==> src/logic/offload_settings.svh <==
// --------------------------------------------------------------------
// Width and iteration settings shared by the offload complex
// --------------------------------------------------------------------

`ifndef OFFLOAD_SETTINGS_SVH
`define OFFLOAD_SETTINGS_SVH

// Operand and result width
`define OFFLOAD_DATA_W 32

// Transaction id width, ids wrap at 2**OFFLOAD_ID_W
`define OFFLOAD_ID_W 5

// One divider iteration per result bit
`define IPU_DIV_STEPS `OFFLOAD_DATA_W

`endif

==> src/logic/ipu_pkg.sv <==
// --------------------------------------------------------------------
// Internal types of the integer processing unit
// --------------------------------------------------------------------

package ipu_pkg;

  // Unit FSM states
  typedef enum logic [1:0] {
    IPU_IDLE = 2'd0,
    IPU_MUL  = 2'd1,
    IPU_DIV  = 2'd2,
    IPU_DONE = 2'd3
  } ipu_state_e;

endpackage

==> src/logic/offload_pkg.sv <==
// --------------------------------------------------------------------
// Offload interface types: the command opcode encoding
// --------------------------------------------------------------------

package offload_pkg;

  // Opcode field of an offload command
  // Codes outside this list are illegal and come back with the error flag
  typedef enum logic [3:0] {
    OP_MUL   = 4'd0,
    OP_MULHU = 4'd1,
    OP_DIVU  = 4'd2,
    OP_REMU  = 4'd3
  } offload_op_e;

  // MUL    low half of the product
  // MULHU  high half of the unsigned product
  // DIVU   unsigned quotient
  // REMU   unsigned remainder

endpackage

==> src/logic/int_processing_unit.sv <==
// --------------------------------------------------------------------
// Integer processing unit: single-cycle multiplier and
// iterative restoring divider behind one FSM
// --------------------------------------------------------------------

`timescale 1ns/100ps

`include "offload_settings.svh"

module int_processing_unit
  import offload_pkg::*, ipu_pkg::*;
(
  input  logic                       clk_i,
  input  logic                       rst_i,
  // Operation in
  input  logic                       op_valid_i,
  output logic                       op_ready_o,
  input  offload_op_e                op_i,
  input  logic [`OFFLOAD_DATA_W-1:0] arga_i,
  input  logic [`OFFLOAD_DATA_W-1:0] argb_i,
  input  logic [`OFFLOAD_ID_W-1:0]   id_i,
  input  logic                       illegal_i,
  // Result out
  output logic                       res_valid_o,
  input  logic                       res_ready_i,
  output logic [`OFFLOAD_DATA_W-1:0] res_data_o,
  output logic [`OFFLOAD_ID_W-1:0]   res_id_o,
  output logic                       res_error_o
);

  localparam int W     = `OFFLOAD_DATA_W;
  localparam int CNT_W = $clog2(`IPU_DIV_STEPS + 1);

  ipu_state_e state_q, state_d;
  logic [CNT_W-1:0] cnt_q;

  // Operation payload
  offload_op_e              op_q;
  logic                     illegal_q;
  logic [`OFFLOAD_ID_W-1:0] id_q;
  // Operand A, shifted into quotient bits while dividing
  logic [W-1:0]             quot_q;
  logic [W-1:0]             divisor_q;
  logic [W-1:0]             rem_q;
  logic [W-1:0]             res_q;
  logic                     err_q;

  logic           op_fire;
  logic           res_fire;
  logic           is_div;
  logic [2*W-1:0] product;
  logic [W:0]     rem_shift;
  logic [W:0]     rem_sub;
  logic           step_ok;

  assign op_ready_o  = (state_q == IPU_IDLE);
  assign res_valid_o = (state_q == IPU_DONE);
  assign res_data_o  = res_q;
  assign res_id_o    = id_q;
  assign res_error_o = err_q;

  assign op_fire  = op_valid_i & op_ready_o;
  assign res_fire = res_valid_o & res_ready_i;
  assign is_div   = ~illegal_i & ((op_i == OP_DIVU) | (op_i == OP_REMU));

  assign product = quot_q * divisor_q;

  // One restoring step: shift in the next dividend bit, try to subtract
  // A zero divisor always subtracts, giving all ones and rem = dividend
  assign rem_shift = {rem_q, quot_q[W-1]};
  assign step_ok   = (rem_shift >= {1'b0, divisor_q});
  assign rem_sub   = step_ok ? (rem_shift - {1'b0, divisor_q}) : rem_shift;

  // ------------------------------------------------------------------
  // FSM
  // ------------------------------------------------------------------
  always_comb begin
    state_d = state_q;
    case (state_q)
      IPU_IDLE: begin
        if (op_fire) begin
          state_d = is_div ? IPU_DIV : IPU_MUL;
        end
      end
      IPU_MUL: state_d = IPU_DONE;
      IPU_DIV: begin
        if (cnt_q == '0) begin
          state_d = IPU_DONE;
        end
      end
      IPU_DONE: begin
        if (res_fire) begin
          state_d = IPU_IDLE;
        end
      end
      default: state_d = IPU_IDLE;
    endcase
  end

  always_ff @(posedge clk_i or posedge rst_i) begin
    if (rst_i) begin
      state_q <= IPU_IDLE;
      cnt_q   <= '0;
    end else begin
      state_q <= state_d;
      if (op_fire) begin
        cnt_q <= CNT_W'(`IPU_DIV_STEPS);
      end else if ((state_q == IPU_DIV) && (cnt_q != '0)) begin
        cnt_q <= cnt_q - 1'b1;
      end
    end
  end

  // ------------------------------------------------------------------
  // Datapath
  // ------------------------------------------------------------------
  always_ff @(posedge clk_i) begin
    case (state_q)
      IPU_IDLE: begin
        if (op_fire) begin
          op_q      <= op_i;
          illegal_q <= illegal_i;
          id_q      <= id_i;
          quot_q    <= arga_i;
          divisor_q <= argb_i;
          rem_q     <= '0;
        end
      end
      IPU_MUL: begin
        // Illegal codes also pass here and return zero
        if (illegal_q) begin
          res_q <= '0;
        end else if (op_q == OP_MULHU) begin
          res_q <= product[2*W-1:W];
        end else begin
          res_q <= product[W-1:0];
        end
        err_q <= illegal_q;
      end
      IPU_DIV: begin
        if (cnt_q != '0) begin
          quot_q <= {quot_q[W-2:0], step_ok};
          rem_q  <= rem_sub[W-1:0];
        end else begin
          res_q <= (op_q == OP_REMU) ? rem_q : quot_q;
          err_q <= 1'b0;
        end
      end
      default: ;
    endcase
  end

endmodule

==> src/logic/offload_complex.sv <==
// --------------------------------------------------------------------
// Offload complex top level: issuer, request and response spill
// registers and the integer processing unit
// --------------------------------------------------------------------

`timescale 1ns/100ps

`include "offload_settings.svh"

module offload_complex
  import offload_pkg::*;
(
  input  logic                       clk_i,
  input  logic                       rst_i,
  // Command port
  input  logic                       cmd_valid_i,
  output logic                       cmd_ready_o,
  input  logic [3:0]                 cmd_op_i,
  input  logic [`OFFLOAD_DATA_W-1:0] cmd_arga_i,
  input  logic [`OFFLOAD_DATA_W-1:0] cmd_argb_i,
  // Response port
  output logic                       rsp_valid_o,
  input  logic                       rsp_ready_i,
  output logic [`OFFLOAD_DATA_W-1:0] rsp_data_o,
  output logic [`OFFLOAD_ID_W-1:0]   rsp_id_o,
  output logic                       rsp_error_o
);

  localparam int W     = `OFFLOAD_DATA_W;
  localparam int OP_W  = $bits(offload_op_e);
  localparam int REQ_W = OP_W + 2 * W + `OFFLOAD_ID_W + 1;
  localparam int RSP_W = W + `OFFLOAD_ID_W + 1;

  // Issuer to request spill register
  logic                     iss_valid, iss_ready;
  offload_op_e              iss_op;
  logic [W-1:0]             iss_arga, iss_argb;
  logic [`OFFLOAD_ID_W-1:0] iss_id;
  logic                     iss_illegal;
  logic [REQ_W-1:0]         req_d_data, req_q_data;

  // Request spill register to unit
  logic                     ipu_valid, ipu_ready;
  logic [OP_W-1:0]          ipu_op_raw;
  logic [W-1:0]             ipu_arga, ipu_argb;
  logic [`OFFLOAD_ID_W-1:0] ipu_id;
  logic                     ipu_illegal;

  // Unit to response spill register
  logic                     res_valid, res_ready;
  logic [W-1:0]             res_data;
  logic [`OFFLOAD_ID_W-1:0] res_id;
  logic                     res_error;
  logic [RSP_W-1:0]         rsp_d_data, rsp_q_data;

  offload_issuer u_issuer (
    .clk_i         ( clk_i       ),
    .rst_i         ( rst_i       ),
    .cmd_valid_i   ( cmd_valid_i ),
    .cmd_ready_o   ( cmd_ready_o ),
    .cmd_op_i      ( cmd_op_i    ),
    .cmd_arga_i    ( cmd_arga_i  ),
    .cmd_argb_i    ( cmd_argb_i  ),
    .req_valid_o   ( iss_valid   ),
    .req_ready_i   ( iss_ready   ),
    .req_op_o      ( iss_op      ),
    .req_arga_o    ( iss_arga    ),
    .req_argb_o    ( iss_argb    ),
    .req_id_o      ( iss_id      ),
    .req_illegal_o ( iss_illegal )
  );

  // Cut the request path
  assign req_d_data = {iss_op, iss_arga, iss_argb, iss_id, iss_illegal};

  spill_register #(
    .WIDTH ( REQ_W )
  ) u_req_spill (
    .clk_i   ( clk_i      ),
    .rst_i   ( rst_i      ),
    .valid_i ( iss_valid  ),
    .ready_o ( iss_ready  ),
    .data_i  ( req_d_data ),
    .valid_o ( ipu_valid  ),
    .ready_i ( ipu_ready  ),
    .data_o  ( req_q_data )
  );

  assign {ipu_op_raw, ipu_arga, ipu_argb, ipu_id, ipu_illegal} = req_q_data;

  int_processing_unit u_ipu (
    .clk_i       ( clk_i                      ),
    .rst_i       ( rst_i                      ),
    .op_valid_i  ( ipu_valid                  ),
    .op_ready_o  ( ipu_ready                  ),
    .op_i        ( offload_op_e'(ipu_op_raw)  ),
    .arga_i      ( ipu_arga                   ),
    .argb_i      ( ipu_argb                   ),
    .id_i        ( ipu_id                     ),
    .illegal_i   ( ipu_illegal                ),
    .res_valid_o ( res_valid                  ),
    .res_ready_i ( res_ready                  ),
    .res_data_o  ( res_data                   ),
    .res_id_o    ( res_id                     ),
    .res_error_o ( res_error                  )
  );

  // Cut the response path
  assign rsp_d_data = {res_data, res_id, res_error};

  spill_register #(
    .WIDTH ( RSP_W )
  ) u_rsp_spill (
    .clk_i   ( clk_i       ),
    .rst_i   ( rst_i       ),
    .valid_i ( res_valid   ),
    .ready_o ( res_ready   ),
    .data_i  ( rsp_d_data  ),
    .valid_o ( rsp_valid_o ),
    .ready_i ( rsp_ready_i ),
    .data_o  ( rsp_q_data  )
  );

  assign {rsp_data_o, rsp_id_o, rsp_error_o} = rsp_q_data;

endmodule

==> src/logic/offload_issuer.sv <==
// --------------------------------------------------------------------
// Command issuer: opcode check, id stamping and request forwarding
// --------------------------------------------------------------------

`timescale 1ns/100ps

`include "offload_settings.svh"

module offload_issuer
  import offload_pkg::*;
(
  input  logic                       clk_i,
  input  logic                       rst_i,
  // Command from outside
  input  logic                       cmd_valid_i,
  output logic                       cmd_ready_o,
  input  logic [3:0]                 cmd_op_i,
  input  logic [`OFFLOAD_DATA_W-1:0] cmd_arga_i,
  input  logic [`OFFLOAD_DATA_W-1:0] cmd_argb_i,
  // Request towards the unit
  output logic                       req_valid_o,
  input  logic                       req_ready_i,
  output offload_op_e                req_op_o,
  output logic [`OFFLOAD_DATA_W-1:0] req_arga_o,
  output logic [`OFFLOAD_DATA_W-1:0] req_argb_o,
  output logic [`OFFLOAD_ID_W-1:0]   req_id_o,
  output logic                       req_illegal_o
);

  logic [`OFFLOAD_ID_W-1:0] id_q;
  logic                     cmd_fire;
  logic                     op_legal;

  // Handshake passes straight through
  assign req_valid_o = cmd_valid_i;
  assign cmd_ready_o = req_ready_i;
  assign cmd_fire    = cmd_valid_i & req_ready_i;

  // Only the four named opcodes are legal
  always_comb begin
    case (cmd_op_i)
      OP_MUL, OP_MULHU, OP_DIVU, OP_REMU: op_legal = 1'b1;
      default:                            op_legal = 1'b0;
    endcase
  end

  assign req_op_o      = offload_op_e'(cmd_op_i);
  assign req_arga_o    = cmd_arga_i;
  assign req_argb_o    = cmd_argb_i;
  assign req_id_o      = id_q;
  assign req_illegal_o = ~op_legal;

  // Id counter, wraps naturally at its width
  always_ff @(posedge clk_i or posedge rst_i) begin
    if (rst_i) begin
      id_q <= '0;
    end else if (cmd_fire) begin
      id_q <= id_q + 1'b1;
    end
  end

endmodule

==> src/logic/spill_register.sv <==
// --------------------------------------------------------------------
// Two-entry valid/ready register slice
// --------------------------------------------------------------------

`timescale 1ns/100ps

module spill_register #(
  parameter int WIDTH = 8
) (
  input  logic             clk_i,
  input  logic             rst_i,
  input  logic             valid_i,
  output logic             ready_o,
  input  logic [WIDTH-1:0] data_i,
  output logic             valid_o,
  input  logic             ready_i,
  output logic [WIDTH-1:0] data_o
);

  logic             a_full_q;
  logic             b_full_q;
  logic [WIDTH-1:0] a_data_q;
  logic [WIDTH-1:0] b_data_q;

  logic in_fire;
  logic out_fire;
  logic a_free;
  logic a_from_b;
  logic a_from_in;
  logic b_from_in;

  // B is only ever full while A is full
  assign ready_o  = ~(a_full_q & b_full_q);
  assign valid_o  = a_full_q;
  assign data_o   = a_data_q;

  assign in_fire  = valid_i & ready_o;
  assign out_fire = a_full_q & ready_i;

  // A can take a new item this cycle
  assign a_free    = ~a_full_q | out_fire;
  // B is older than the input, so it refills A first
  assign a_from_b  = a_free & b_full_q;
  assign a_from_in = a_free & ~b_full_q & in_fire;
  assign b_from_in = ~a_free & in_fire;

  // ------------------------------------------------------------------
  // Occupancy flags
  // ------------------------------------------------------------------
  always_ff @(posedge clk_i or posedge rst_i) begin
    if (rst_i) begin
      a_full_q <= 1'b0;
      b_full_q <= 1'b0;
    end else begin
      a_full_q <= ~a_free | a_from_b | a_from_in;
      b_full_q <= (b_full_q & ~a_from_b) | b_from_in;
    end
  end

  // Payload
  always_ff @(posedge clk_i) begin
    if (a_from_b) begin
      a_data_q <= b_data_q;
    end else if (a_from_in) begin
      a_data_q <= data_i;
    end
    if (b_from_in) begin
      b_data_q <= data_i;
    end
  end

endmodule

==> config.mk <==
export PLATFORM = sky130hd
export DESIGN_NAME = offload_complex
export DESIGN_NICKNAME = d
export VERILOG_FILES = /design/src/logic/ipu_pkg.sv /design/src/logic/offload_pkg.sv /design/src/logic/int_processing_unit.sv /design/src/logic/offload_complex.sv /design/src/logic/offload_issuer.sv /design/src/logic/spill_register.sv
export VERILOG_INCLUDE_DIRS = /design/src /design/src/logic
export SDC_FILE = /design/constraint.sdc
export NUM_CORES = 2
export LEC_CHECK = 0
export ABC_AREA = 1
export BUFFER_PORTS_ARGS = -buffer_cell sky130_fd_sc_hd__buf_2
export CORE_AREA = 2 2 369 371
export CTS_CLUSTER_SIZE = 40
export DETAILED_ROUTE_END_ITERATION = 7
export DIE_AREA = 0 0 371 373
export MAX_ROUTING_LAYER = met4
export PLACE_DENSITY = 0.54
export SLEW_MARGIN = 20
export SYNTH_ARGS = -nofsm -noshare
export SYNTH_HDL_FRONTEND = slang
export SYNTH_SLANG_ARGS = --single-unit
==> constraint.sdc <==
create_clock -name clk_i -period 14.9 [get_ports clk_i]
set_input_delay 2.98 -clock clk_i [delete_from_list [all_inputs] [get_ports clk_i]]
set_output_delay 2.98 -clock clk_i [all_outputs]
set_load 0.01 [all_outputs]
==> flow_summary.ini <==
[outcome]
outcome = finished, final reports clean

[timing]
worst_pin_slew_ns = 1.07
post-route-min-period_ns = 8.13
setup_slack_ns = 6.77
max_slew_margin_pct = 28.8
setup_tns_ns = 0
fmax_mhz = 123
slew_viol_final = 0
rsz0062_at_grt = false
hold_ws_ns = 0.417
clock_skew_ns = 0.0217
hold_viol = 0
setup_viol = 0
fin_crit_sh_pct = 54.6

[route]
via_count = 39700
drc_errors = 0
first_pass_iters = 8
viasPerCell = 4.82
drtAntennaViolNets = 0
drt_wl_total_mm = 162
drtIter0Drc = 2737
wire_per_inst_um = 19.7

[critical_path]
cp_cell_sequence = buf_4, nand2_1, fa_1, fa_1, fa_1, fa_1, inv_1, fa_1, fa_1, fa_1, fa_1, ha_1, nand2_1, nor2_1, nand2_1, o21bai_1, a21oi_1, nand2_1, nand2_1, o21ai_0, nand2_1
cp.required_ns = 15.22
cp_num_buf_inv = 2
r2r-start = u_ipu.quot_q[22]$_DFFE_PP_
crit_family = adder cells
r2r-end = u_ipu.res_data_o[2]$_DFFE_PP_
path_class = flop to flop
worstSetupPathDepth = 21
cp_slowest_cell = edfxtp_1
r2r_setup_slack_ns = 6.77
endpoint = u_ipu.res_data_o[2]$_DFFE_PP_
endpoint_kind = flop
cp-startpoint = u_ipu.quot_q[22]$_DFFE_PP_
reg2regPathDepth = 21
max_stage_delay_ns = 0.72
arrival_ns = 8.46
cp_common_cell = fa_1
path_max_fanout = 24
critPathLaunchType = flop

[grt]
antenna_found_initial = 3
grt_pass1_vias = 42000
grt_use_total_pct = 24.7
grt_first_pass_wirelength_mm = 253
grt_max_degree = 79
grt_overflow = 0

[cells_and_area]
area_growth_pct = 6.78
layout.nets = 7681
drive_gt1_share_pct = 6.72
layout.cells.non_filler = 8222

[clock_tree]
insertion_delay_ns = 0.60
clk_pin_slew_ns = 0.06
cts_setup_buffers = 0
postCtsHoldBufs = 0
cts_made_buffers = 40
cts-root-buf = clkbuf_16
cts_resized = 0
clockBufferDepth = 3
cts_num_sinks = 380
tritoncts = yes
cts_max_level = 2

[placement]
gp_congestion = 0.968
dp.cells = 8149
port_buffers = 111
dp.final_hpwl_mm = 126
pre_cts_ws_ns = 6.75

[logic_synthesis]
async_reset_ff_share_pct = 4.47
yosys.area.top_type = fa_1
synth_top_area_share_pct = 33.6
synthCells = 6476
ys_top_cells_by_count = nand2_1 (1860), inv_1 (1859), fa_1 (897)
synth_edf_count = 363
synthTopCellsByArea = fa_1 (34%), edfxtp_1 (20%), nand2_1 (13%), inv_1 (13%), ha_1 (7.1%)
synth_area_per_cell_um2 = 8.25
ys_seq_area_share_pct = 21.2
ys_ff_latch = 380
synth_ff_type = edfxtp_1
yosysMostFrequentCell = nand2_1
syn_nets = 7747
synth_cell_type_count = 45
ys_warn_count = 0
netlist_area_um2 = 53400

[run]
drv_cap = 0

[floorplan]
die-area_um2 = 138000
initial_utilization_pct = 39.7
die_w_um = 371
die_h_um = 373
core_um2 = 135000
ioPinCount = 112
rows = 135

[min_path]
hp-class = flop to flop
==> layout make-up <==
class                           instances  area (um^2)
Antenna cell                            2         5.00
Clock buffer                           46         1040
Clock inverter                         25          263
Fill cell                           13600        77600
Inverter                             1866         7000
Multi-Input combinational cell       3925        34000
Sequential cell                       380        11300
Tap cell                             1781         2230
Timing Repair Buffer                  197         1210
==> per-stage QoR <==
stage          instance area (um^2)  util [%]
4_1_cts                       57000      42.4
3_5_place_dp                  55700      41.4
3_3_place_gp                  55700      41.4
6_report                      57100      42.4
5_1_grt                       57000      42.4
2_1_floorplan                 53400         -
==> kinds of logic (layout without fill, tap and decap cells) <==
family / Yosys count / in the layout / synth area share, %
compound gates: 242 / 242 / 2.57
fa+ha+maj: 1199 / 1199 / 40.7
xor+xnor: 38 / 38 / 0.623
buf+inv: 2171 / 2134 / 15.3
flops: 380 / 380 / 21.2
mux: 108 / 108 / 2.28
other cells: 0 / 2 / 0
simple gates: 2338 / 2338 / 17.3
==> how the worst min path moves through the flow <==
stage / start / endpoint / cells past startpoint
floorplan: u_req_spill.data_o[6]$_DFFE_PP_ / u_ipu.divisor_q[0]$_DFFE_PP_ / 0
global placement: u_req_spill.data_o[33]$_DFFE_PP_ / u_ipu.divisor_q[27]$_DFFE_PP_ / 0
detailed placement: u_req_spill.data_o[18]$_DFFE_PP_ / u_ipu.divisor_q[12]$_DFFE_PP_ / 0
CTS: u_req_spill.data_o[8]$_DFFE_PP_ / u_ipu.divisor_q[2]$_DFFE_PP_ / 0
global route: u_req_spill.data_o[31]$_DFFE_PP_ / u_ipu.divisor_q[25]$_DFFE_PP_ / 0
finish: u_req_spill.data_o[18]$_DFFE_PP_ / u_ipu.divisor_q[12]$_DFFE_PP_ / 0
==> sequential cells by signal (all words and copies together), names as in the netlist <==
| name | cells |
|---|---|
| u_ipu.cnt_q | 6 |
| u_ipu.divisor_q | 32 |
| u_ipu.illegal_q | 1 |
| u_ipu.op_q | 4 |
| u_ipu.quot_q | 32 |
| u_ipu.rem_q | 32 |
| u_ipu.res_data_o | 32 |
| u_ipu.res_error_o | 1 |
| u_ipu.res_id_o | 5 |
| u_ipu.state_q | 2 |
| u_issuer.req_id_o | 5 |
| u_req_spill.b_data_q | 74 |
| u_req_spill.b_full_q | 1 |
| u_req_spill.data_o | 74 |
| u_req_spill.valid_o | 1 |
| u_rsp_spill.b_data_q | 38 |
| u_rsp_spill.b_full_q | 1 |
| u_rsp_spill.data_o | 38 |
| u_rsp_spill.valid_o | 1 |
==> worst reg2reg max path, stage by stage, from the launching register on <==
cell and delay (ns):
edfxtp_1 0.72, buf_4 0.55, nand2_1 0.20, fa_1 0.54, fa_1 0.55, fa_1 0.49
fa_1 0.58, inv_1 0.07, fa_1 0.56, fa_1 0.43, fa_1 0.54, fa_1 0.43
ha_1 0.41, nand2_1 0.15, nor2_1 0.32, nand2_1 0.23, o21bai_1 0.24, a21oi_1 0.11
nand2_1 0.16, nand2_1 0.06, o21ai_0 0.43, nand2_1 0.10
==> metal layers <==
metal	part of all wire, %	global-route usage (%)
met3	4.1	1.46
met1	44	33.3
met5	0	-
met2	49	41.3
met4	2.3	5.04
==> layout by cell type, fill, tap and decap left out, drive strengths merged, types with 108 or more instances in the layout <==
cell type | Yosys | routed
nand3 | 125 | 125
fa | 897 | 897
nor2 | 250 | 250
edfxtp | 363 | 363
o21ai | 108 | 108
inv | 1865 | 1869
buf | 33 | 197
nand2 | 1873 | 1873
mux2 | 108 | 108
ha | 302 | 302
Power is left out: the tool's default activity adds up to more than one toggle a clock period on the data nets, which glitch-free logic cannot reach.
